**src/led_pkg.sv**
```systemverilog
// shared types and constants for the status LED subsystem
package led_pkg;

  // ------------------------------
  // vector types
  // ------------------------------

  typedef logic [7:0]  cluster_count_t;  // clusters seen in one cycle
  typedef logic [31:0] rate_t;           // clusters summed over one window
  typedef logic [15:0] led_word_t;       // full front-panel word
  typedef logic [7:0]  bar_t;            // thermometer bar, also cylon byte

  // display mode, listed in priority order
  typedef enum logic [1:0] {
    mode_error,    // clock manager unlocked
    mode_no_link,  // link not receiving
    mode_cylon,    // waiting for first cluster of the run
    mode_normal    // status flashes and rate bar
  } led_mode_e;

  // ------------------------------
  // event flash
  // ------------------------------

  // stretched flash length in cycles
  localparam int unsigned flash_cycles = 16;
  // must hold flash_cycles itself
  localparam int unsigned flash_cnt_w  = 5;

  // ------------------------------
  // rate meter
  // ------------------------------

  // measuring window, kept a power of two so the counter wraps on its own
  localparam int unsigned rate_window_cycles = 256;
  // lowest bar segment threshold, segment i at bar_base << i
  localparam rate_t       bar_base           = 32'd4;

  // ------------------------------
  // animations
  // ------------------------------

  localparam int unsigned blink_div_bits = 4;   // heartbeat toggles every 16 cycles
  localparam int unsigned fader_bits     = 10;  // ramp counter, top bit picks up or down
  localparam int unsigned cylon_div_bits = 3;   // one scan step every 8 cycles

  // error display, alternates with its inverse
  localparam led_word_t error_pattern = 16'h00ff;

endpackage

```
**src/led_flash_if.sv**
```systemverilog
`timescale 1ns/10ps

// stretched flash levels, one per event source
interface led_flash_if;

  logic l1a;         // trigger accept
  logic bc0;         // bunch counter zero
  logic resync;      // ttc resync
  logic vfat_reset;  // front-end reset
  logic gbt_req;     // request seen on the link

  // flash stretcher side
  modport source (
    output l1a, bc0, resync, vfat_reset, gbt_req
  );

  // display side
  modport sink (
    input l1a, bc0, resync, vfat_reset, gbt_req
  );

endinterface

```
**src/event_flash.sv**
```systemverilog
`timescale 1ns/10ps

// turns single-cycle event strobes into flash levels long enough to see
module event_flash (
  input  logic        clock,
  input  logic        rst_n,
  input  logic        ttc_l1a,
  input  logic        ttc_bc0,
  input  logic        ttc_resync,
  input  logic        vfat_reset,
  input  logic        gbt_request_received,
  led_flash_if.source flash
);

  // ------------------------------
  // channel packing
  // ------------------------------

  // bit order: l1a, bc0, resync, vfat_reset, gbt_req
  logic [4:0] strobe;
  logic [4:0] flash_on;

  // one down-counter per channel
  logic [led_pkg::flash_cnt_w-1:0] flash_cnt [5];

  assign strobe = {gbt_request_received, vfat_reset, ttc_resync, ttc_bc0, ttc_l1a};

  // ------------------------------
  // stretch counters
  // ------------------------------

  always_ff @(posedge clock or negedge rst_n) begin
    if (!rst_n) begin
      for (int i = 0; i < $bits(strobe); i++) begin
        flash_cnt[i] <= '0;
      end
    end else begin
      for (int i = 0; i < $bits(strobe); i++) begin
        if (strobe[i]) begin
          // new strobe restarts the flash even if still lit
          flash_cnt[i] <= led_pkg::flash_cnt_w'(led_pkg::flash_cycles);
        end else if (flash_cnt[i] != '0) begin
          flash_cnt[i] <= flash_cnt[i] - 1'b1;  // run down to dark
        end
      end
    end
  end

  // lit while any count remains
  always_comb begin
    for (int i = 0; i < $bits(strobe); i++) begin
      flash_on[i] = (flash_cnt[i] != '0);
    end
  end

  // ------------------------------
  // outputs to the display
  // ------------------------------

  assign flash.l1a        = flash_on[0];
  assign flash.bc0        = flash_on[1];
  assign flash.resync     = flash_on[2];
  assign flash.vfat_reset = flash_on[3];
  assign flash.gbt_req    = flash_on[4];

endmodule

```
**src/rate_meter.sv**
```systemverilog
`timescale 1ns/10ps

// cluster rate over a fixed window, plus a log-scale bar of it
module rate_meter (
  input  logic                    clock,
  input  logic                    rst_n,
  input  led_pkg::cluster_count_t cluster_count,
  output led_pkg::rate_t          cluster_rate,
  output led_pkg::bar_t           bar
);

  // ------------------------------
  // log thermometer
  // ------------------------------

  // segment i lit once rate reaches bar_base << i
  function automatic led_pkg::bar_t thermo(input led_pkg::rate_t rate);
    led_pkg::bar_t seg;
    for (int i = 0; i < $bits(led_pkg::bar_t); i++) begin
      seg[i] = (rate >= (led_pkg::bar_base << i));
    end
    return seg;
  endfunction

  // ------------------------------
  // state
  // ------------------------------

  led_pkg::cluster_count_t cc_q;  // input register

  // free-running, wraps once per window
  logic [$clog2(led_pkg::rate_window_cycles)-1:0] win_cnt;

  led_pkg::rate_t win_sum;   // running sum in the current window
  led_pkg::rate_t sum_next;  // sum including this cycle
  logic           win_last;  // final cycle of the window

  assign sum_next = win_sum + led_pkg::rate_t'(cc_q);
  assign win_last = &win_cnt;  // power-of-two window

  // ------------------------------
  // input register
  // ------------------------------

  always_ff @(posedge clock or negedge rst_n) begin
    if (!rst_n) begin
      cc_q <= '0;
    end else begin
      cc_q <= cluster_count;
    end
  end

  // ------------------------------
  // window counter and accumulator
  // ------------------------------

  always_ff @(posedge clock or negedge rst_n) begin
    if (!rst_n) begin
      win_cnt <= '0;
      win_sum <= '0;
    end else begin
      win_cnt <= win_cnt + 1'b1;
      if (win_last) begin
        win_sum <= '0;  // fresh window next cycle
      end else begin
        win_sum <= sum_next;
      end
    end
  end

  // ------------------------------
  // result registers
  // ------------------------------

  // both update together at window end and hold in between
  always_ff @(posedge clock or negedge rst_n) begin
    if (!rst_n) begin
      cluster_rate <= '0;
      bar          <= '0;
    end else if (win_last) begin
      cluster_rate <= sum_next;          // last sample goes in too
      bar          <= thermo(sum_next);
    end
  end

endmodule

```
**src/blink_gen.sv**
```systemverilog
`timescale 1ns/10ps

// heartbeat blink, pwm fader and cylon scan for the panel
module blink_gen (
  input  logic          clock,
  input  logic          rst_n,
  output logic          heartbeat,
  output logic          fader,
  output led_pkg::bar_t cylon
);

  // ------------------------------
  // heartbeat
  // ------------------------------

  logic [led_pkg::blink_div_bits-1:0] hb_cnt;

  always_ff @(posedge clock or negedge rst_n) begin
    if (!rst_n) begin
      hb_cnt    <= '0;
      heartbeat <= 1'b0;
    end else begin
      hb_cnt <= hb_cnt + 1'b1;
      if (&hb_cnt) heartbeat <= ~heartbeat;  // toggle on wrap
    end
  end

  // ------------------------------
  // fader
  // ------------------------------

  logic [led_pkg::fader_bits-1:0] fade_cnt;  // slow ramp
  logic [3:0]                     level;     // 16 brightness steps
  logic [4:0]                     pwm_acc;   // sigma-delta accumulator, carry is the output

  // top bit picks direction, next four bits the brightness
  assign level = fade_cnt[led_pkg::fader_bits-1] ?
                 ~fade_cnt[led_pkg::fader_bits-2 -: 4] :
                  fade_cnt[led_pkg::fader_bits-2 -: 4];

  always_ff @(posedge clock or negedge rst_n) begin
    if (!rst_n) begin
      fade_cnt <= '0;
      pwm_acc  <= '0;
    end else begin
      fade_cnt <= fade_cnt + 1'b1;
      pwm_acc  <= {1'b0, pwm_acc[3:0]} + {1'b0, level};  // carry density tracks level
    end
  end

  assign fader = pwm_acc[4];

  // ------------------------------
  // cylon
  // ------------------------------

  logic [led_pkg::cylon_div_bits-1:0] cyl_cnt;
  logic                               cyl_up;  // moving toward bit 7

  always_ff @(posedge clock or negedge rst_n) begin
    if (!rst_n) begin
      cyl_cnt <= '0;
      cyl_up  <= 1'b1;
      cylon   <= 8'h01;  // start at the right end
    end else begin
      cyl_cnt <= cyl_cnt + 1'b1;
      if (&cyl_cnt) begin
        if (cyl_up) begin
          if (cylon[7]) begin
            cyl_up <= 1'b0;           // bounce off the top
            cylon  <= cylon >> 1;
          end else begin
            cylon <= cylon << 1;
          end
        end else begin
          if (cylon[0]) begin
            cyl_up <= 1'b1;           // bounce off the bottom
            cylon  <= cylon << 1;
          end else begin
            cylon <= cylon >> 1;
          end
        end
      end
    end
  end

endmodule

```
**src/led_select.sv**
```systemverilog
`timescale 1ns/10ps

// picks the display mode and registers the panel word
module led_select (
  input  logic                    clock,
  input  logic                    rst_n,
  input  logic                    mmcm_locked,
  input  logic                    gbt_rxready,
  input  logic                    gbt_rxvalid,
  input  logic                    gbt_link_ready,
  input  logic                    ttc_resync,
  input  led_pkg::cluster_count_t cluster_count,
  led_flash_if.sink               flash,
  input  led_pkg::bar_t           bar,
  input  logic                    heartbeat,
  input  logic                    fader,
  input  led_pkg::bar_t           cylon,
  output led_pkg::led_word_t      led_out
);

  logic               first_seen;  // cluster seen this run
  led_pkg::led_mode_e mode;
  logic [7:0]         status_hi;   // normal high byte, shared with cylon
  led_pkg::led_word_t led_next;

  // ------------------------------
  // first cluster of the run
  // ------------------------------

  always_ff @(posedge clock or negedge rst_n) begin
    if (!rst_n) begin
      first_seen <= 1'b0;
    end else if (ttc_resync) begin
      first_seen <= 1'b0;  // new run, back to the scanner
    end else if (cluster_count != '0) begin
      first_seen <= 1'b1;
    end
  end

  // ------------------------------
  // mode priority
  // ------------------------------

  always_comb begin
    if (!mmcm_locked)                     mode = led_pkg::mode_error;
    else if (!gbt_rxready || !gbt_rxvalid) mode = led_pkg::mode_no_link;
    else if (!first_seen)                 mode = led_pkg::mode_cylon;
    else                                  mode = led_pkg::mode_normal;
  end

  // link status and event flashes, bit 15 down to 8
  assign status_hi = {gbt_link_ready & heartbeat,
                      heartbeat,
                      gbt_link_ready & fader,
                      flash.gbt_req,
                      flash.l1a,
                      flash.resync,
                      flash.bc0,
                      flash.vfat_reset};

  // ------------------------------
  // word build and output register
  // ------------------------------

  always_comb begin
    case (mode)
      led_pkg::mode_error:   led_next = heartbeat ? ~led_pkg::error_pattern
                                                  :  led_pkg::error_pattern;
      led_pkg::mode_no_link: led_next = {16{fader}};        // whole panel breathes
      led_pkg::mode_cylon:   led_next = {status_hi, cylon};
      default:               led_next = {status_hi, bar};   // normal
    endcase
  end

  always_ff @(posedge clock or negedge rst_n) begin
    if (!rst_n) led_out <= '0;
    else        led_out <= led_next;
  end

endmodule

```
**src/led_control.sv**
```systemverilog
`timescale 1ns/10ps

// front-panel LED subsystem, top level
module led_control (
  input  logic                    clock,
  input  logic                    rst_n,
  input  logic                    mmcm_locked,
  input  logic                    ttc_l1a,
  input  logic                    ttc_bc0,
  input  logic                    ttc_resync,
  input  logic                    vfat_reset,
  input  logic                    gbt_rxready,
  input  logic                    gbt_rxvalid,
  input  logic                    gbt_link_ready,
  input  logic                    gbt_request_received,
  input  led_pkg::cluster_count_t cluster_count,
  output led_pkg::rate_t          cluster_rate,
  output led_pkg::led_word_t      led_out
);

  // ------------------------------
  // stage links
  // ------------------------------

  led_flash_if   flash_bus ();  // decode to result
  led_pkg::bar_t bar;           // rate bar
  logic          heartbeat;
  logic          fader;
  led_pkg::bar_t cylon;

  // decode
  event_flash u_event_flash (
    .clock                (clock),
    .rst_n                (rst_n),
    .ttc_l1a              (ttc_l1a),
    .ttc_bc0              (ttc_bc0),
    .ttc_resync           (ttc_resync),
    .vfat_reset           (vfat_reset),
    .gbt_request_received (gbt_request_received),
    .flash                (flash_bus.source)
  );

  // execute
  rate_meter u_rate_meter (
    .clock         (clock),
    .rst_n         (rst_n),
    .cluster_count (cluster_count),
    .cluster_rate  (cluster_rate),
    .bar           (bar)
  );

  blink_gen u_blink_gen (
    .clock     (clock),
    .rst_n     (rst_n),
    .heartbeat (heartbeat),
    .fader     (fader),
    .cylon     (cylon)
  );

  // result
  led_select u_led_select (
    .clock          (clock),
    .rst_n          (rst_n),
    .mmcm_locked    (mmcm_locked),
    .gbt_rxready    (gbt_rxready),
    .gbt_rxvalid    (gbt_rxvalid),
    .gbt_link_ready (gbt_link_ready),
    .ttc_resync     (ttc_resync),
    .cluster_count  (cluster_count),
    .flash          (flash_bus.sink),
    .bar            (bar),
    .heartbeat      (heartbeat),
    .fader          (fader),
    .cylon          (cylon),
    .led_out        (led_out)
  );

endmodule

```
**config.mk**
```make
export PLATFORM = sky130hd
export DESIGN_NAME = led_control
export DESIGN_NICKNAME = d
export VERILOG_FILES = /design/src/led_pkg.sv /design/src/led_flash_if.sv /design/src/event_flash.sv /design/src/rate_meter.sv /design/src/blink_gen.sv /design/src/led_select.sv /design/src/led_control.sv
export SDC_FILE = /design/constraint.sdc
export NUM_CORES = 1
export LEC_CHECK = 0
export BUFFER_PORTS_ARGS = -buffer_cell sky130_fd_sc_hd__buf_2
export CORE_UTILIZATION = 64
export CTS_CLUSTER_SIZE = 30
export DETAILED_ROUTE_END_ITERATION = 7
export GPL_TIMING_DRIVEN = 1
export PLACE_DENSITY_LB_ADDON = 0.25
export SLEW_MARGIN = 10
export SYNTH_ARGS = -nofsm -noshare
export SYNTH_HDL_FRONTEND = slang
export SYNTH_SLANG_ARGS = --single-unit
```
**constraint.sdc**
```tcl
create_clock -name clock -period 6.35 [get_ports clock]
set_input_delay 0.9525 -clock clock [delete_from_list [all_inputs] [get_ports clock]]
set_output_delay 0.9525 -clock clock [all_outputs]
set_load 0.005 [all_outputs]
```
# Yosys cells after proc, flatten, opt, wreduce, memory -nomap -nowiden
# Index checks and enable logic that the tools add are counted.
# totals
register_bits,162
latch_bits,0
mem_bits_rw,0
mem_bits_ro,0
in_bits,19
mem_count,0
# op_classes
n_addsub,11
multipliers,0
div_mod_pow,0
order_cmp,8
n_eq_ne,2
shift,0
muxes,25
n_bitwise,4
n_reduce_logical,19
# ops
cell,n
two-way mux 5 bit,10
one-hot mux 16 bit (3 select lines),1
adder 32 x 8 -> 32 bit,1
>= comparator 32 x 10 -> 1 bit (second input constant),1
>= comparator 32 x 3 -> 1 bit (second input constant),1
>= comparator 32 x 4 -> 1 bit (second input constant),1
>= comparator 32 x 5 -> 1 bit (second input constant),1
>= comparator 32 x 6 -> 1 bit (second input constant),1
>= comparator 32 x 7 -> 1 bit (second input constant),1
>= comparator 32 x 8 -> 1 bit (second input constant),1
>= comparator 32 x 9 -> 1 bit (second input constant),1
two-way mux 32 bit,1
nonzero test 5 bit,5
subtractor 5 x 1 -> 5 bit (second input constant),5
two-way mux 8 bit,3
two-way mux 16 bit,1
nonzero test 2 bit,6
adder 10 x 1 -> 10 bit (second input constant),1
adder 8 x 1 -> 8 bit (second input constant),1
AND reduction 8 bit,1
nonzero test 8 bit,1
two-way mux 1 bit,6
adder 4 x 4 -> 5 bit,1
adder 4 x 1 -> 4 bit (second input constant),1
other kinds (13),16

# Longest topological paths before layout
# depth
ltp_word,6
ltp_mapped,11
depth_no_buf,10

# Hierarchy
# From an unflattened synthesis, not the netlist that was laid out.
# hier_totals
cells_unflattened,719
area_unflattened_um2,7682.4
# by_module_without_submodules
module,instances,cells_per_inst,area_each_um2,seq_area_each_um2
rate_meter,1,413,4245.3,2202.1
blink_gen,1,127,1437.6,803.3
event_flash,1,125,1291.2,625.6
led_select,1,54,708.2,425.4

# Worst setup path after synthesis
# OpenSTA, ideal clock, no wires.
# synth_timing
kind,reg2reg
start,reg u_rate_meter.win_sum[0]
end,reg u_rate_meter.bar[2]
arrival_ns,2.937
required_ns,6.208
slack_ns,3.270
path_stages_with_launch,12
path_buffers,1
path_cell_list,dfrtp_1 -> ha_1 -> fa_1 -> a211oi_1 -> o211a_1 -> buf_6 -> and4bb_2 -> nor3_1 -> o21ai_1 -> or4b_4 -> nor4_4 -> a31oi_1
# synth_via
elab_chain_len,2
# synth_lines
item,line,source
from (decl),rate_meter.sv:34,led_pkg::rate_t win_sum;
from (signal assigned),rate_meter.sv:66,win_sum <= sum_next;
adder 32 x 8 -> 32 bit,rate_meter.sv:38,assign sum_next = win_sum + led_pkg::rate_t'(cc_q);
>= comparator 32 x 5 -> 1 bit,rate_meter.sv:20,seg[i] = (rate >= (led_pkg::bar_base << i));
to (signal assigned),rate_meter.sv:82,bar <= thermo(sum_next);
to (decl),rate_meter.sv:9,output led_pkg::bar_t bar
# No other way between the ends.
# A chain may end at the register's enable or synchronous reset.

# Worst setup path after layout
# Same ends and word-level chain as after synthesis.

==> flow_summary.yaml <==
status:
  run_status: "finished, final reports clean"
run:
  drv_cap: 0
synthesis:
  synth_edf_count: 0
  synth_top_cell_area_share: 0.5527
  yosys.area.top_type: "dfrtp_1"
  yosys_warnings: 0
  syn_area_um2: 7244
  syn_avg_cell_area_um2: 10.50
  ys.flop_type: "dfrtp_1"
  synth_most_common_cell: "dfrtp_1"
  synth_cells: 690
  synthTopCellsByCount: "160 x dfrtp_1, 85 x nor2_1, 71 x nand2_1"
  yosys-top-cells-area: "dfrtp_1 55%, xnor2_1 5.0%, nor2_1 4.4%, ha_1 4.3%, nand2_1 3.7%"
  syn_nets: 736
  synthArstFlopShare: 1.000
  yosysUniqueCellTypes: 53
  ys_seq_area_frac: 0.5599
  synth_seq_cells: 162
placed_design:
  placed_cells: 877
  pre_cts_ws_ns: 2.945
  placed_cell_area_um2: 7682
  gp_congestion: 0.9012
  hpwl_um: 10340
  io_buffers: 66
power:
  pwr-share-clk: 0.328
  swShare: 0.3242
  leakagePower_nw: 4.004
  comb_power_share: 0.263
  power_density_nw_per_um2: 371.4
  p_seq_frac: 0.409
  ir_drop_v: 0.0002241
  p_sw_uw: 995.9
  internal_power_mw: 2.076
critical_path:
  crit_required_ns: 6.63
  cp-end-kind: "register"
  timing.rr.start: "u_rate_meter.win_sum[0]"
  cp_max_fo: 10
  critPathKind: "reg2reg"
  cp-start-kind: "register"
  crit_start: "u_rate_meter.win_sum[0]"
  arrival_ns: 3.78
clock_network:
  tritoncts: "done"
  cts.htree.levels: 4
  cts_buffer_depth: 2
  numCtsBuffers: 17
  cts_hold_buffers: 0
  cts_sinks: 162
  cts-resized-gates: 0
  cts_root_buffer: "clkbuf_16"
  clk_pin_slew_ns: 0.06
  insertion_delay_ns: 0.42
  postCtsSetupBuffers: 0
global_route:
  grt_usage: 0.2828
  grt_max_degree: 94
  grt_antenna_before_repair: 0
  grt.overflow.total: 0
  grt_pass1_vias: 5323
  grt_pass1_wl_um: 25150
sta:
  fin_ws_ns: 2.841
  period_needed_ns: 3.509
  drv_slew: 0
  relSlewSlack: 0.2736
  holdWs_ns: 0.4216
  period_share: 0.5525
  finClkSkew_ns: 0.006401
  max_freq_mhz: 285.0
  tightest_slew_ns: 1.074
  setup_viol: 0
  rsz0062_at_grt: "false"
  timing.setup.tns_ns: 0
  hold_viol: 0
floorplan:
  io_pins: 67
  die_h_um: 108.4
  die_area_um2: 11750
  num_rows: 38
  die_w_um: 108.4
  core_area_um2: 10940
  initial_core_util: 0.6625
final_layout:
  layout.cells.non_filler: 909
  postLayoutCellArea_um2: 8272
  area_growth_pct: 14.18
  ff_latch_area_um2: 4056
  fin_nets: 802
  diodes: 0
  drive_gt1_frac: 0.1469
  multi_input_area_um2: 3013
  fill_cells: 706
route:
  wl_per_cell_um: 16.71
  antenna_left: 0
  via_count: 5393
  drt_iter0_drc: 372
  drt-met1-wl_um: 6353
  top_layer: "met4"
  viasPerCell: 5.933
  wl_um: 15190
  wl_met3_um: 593
  drc: 0
  dr.pass1.iters: 5
  dr_wl_met2_um: 7763
hold_path:
  hold_path_class: "reg2reg"
  min-delay-start: "u_blink_gen.cyl_cnt[0]"
## power by group through the flow
stage          logic (mW)  registers [mW]  clock network [mW]
6_report            0.808            1.26                1.01
5_1_grt             0.902            1.27                1.06
4_1_cts             0.808            1.25                1.02
3_5_place_dp        0.795            1.27                   0
3_3_place_gp        0.751            1.26                   0
2_1_floorplan       0.616            1.25                   0
## worst max-delay path: stages (launching register included)
cell      delay, ns
dfrtp_1        0.37
ha_1           0.24
fa_1           0.43
a211oi_1       0.28
o211a_1        0.38
and4bb_2       0.30
nor3_1         0.15
o21ai_1        0.08
or4b_4         0.55
nor4_4         0.42
a31oi_1        0.15
## path summary, 6_finish.rpt
check | cells after the start | slack (ns) | to
min in group asynchronous | 1 | 0.58 | u_event_flash.flash_cnt[22]
setup reg to reg | 10 | 2.84 | u_rate_meter.bar[2]
setup / recovery | 10 | 2.84 | u_rate_meter.bar[2]
hold / removal | 1 | 0.42 | u_blink_gen.cyl_cnt[0]
max in group asynchronous | 2 | 4.39 | u_rate_meter.win_sum[28]
hold reg to reg | 1 | 0.42 | u_blink_gen.cyl_cnt[0]
## layer usage
metal,up-vias,track usage
met4,0,0.1351
met2,148,0.4741
met1,2692,0.3549
met5,-,0
li1,2515,-
met3,38,0.05425
## cell usage in the layout (no fill, tap or decap), drive strengths merged, types with 4 or more instances in the layout
master and n:
a211o 5, a211oi 4, a21o 9, a21oi 38, a31oi 9, and2 6
and3 13, buf 68, clkbuf 20, clkinv 6, dfrtp 160, ha 25
inv 24, mux2i 5, nand2 71, nand3 25, nand4 10, nor2 86
nor3 21, nor4 6, nor4b 4, o21ai 42, or3 9, xnor2 41
xor2 24
## area by class of cell
| cell class | instances | share of cell area |
|---|---|---|
| flip-flops and latches | 162 | 0.4904 |
| multi-input cells | 484 | 0.3642 |
| clock buffers | 20 | 0.05521 |
| repair buffers | 68 | 0.04250 |
| well taps | 140 | 0.02118 |
| clock inverters | 12 | 0.01603 |
| inverters | 23 | 0.01044 |
## stage by stage
stage	total power, mW	utilization
2_1_floorplan	1.863	-
3_3_place_gp	2.011	0.7025
3_5_place_dp	2.065	0.7025
4_1_cts	3.077	0.7564
5_1_grt	3.229	0.7564
6_report	3.072	0.7564
## registers in the layout, indices dropped and copies added, names as in the netlist, 4 cells and up
register / cells
u_rate_meter.cc_q: 8
u_rate_meter.bar: 8
u_blink_gen.fade_cnt: 10
u_event_flash.flash_cnt: 25
u_blink_gen.pwm_acc: 5
u_blink_gen.hb_cnt: 4
u_blink_gen.cylon: 8
u_rate_meter.win_sum: 32
u_led_select.led_out: 16
u_rate_meter.cluster_rate: 32
u_rate_meter.win_cnt: 8
## kinds of logic (layout without fill, tap and decap cells)
family                   count (synthesis)  count (layout)  synth area share
AND/OR/NAND/NOR                        258             258            0.1684
flip-flops                             162             162            0.5599
AO/OA/AOI/OAI                          126             126            0.1079
XOR/XNOR                                65              65           0.07858
buffers and inverters                   44             123           0.02487
adder cells (fa/ha/maj)                 27              27           0.04870
multiplexers                             8               8           0.01157
Power figures use the tool's default switching activity.
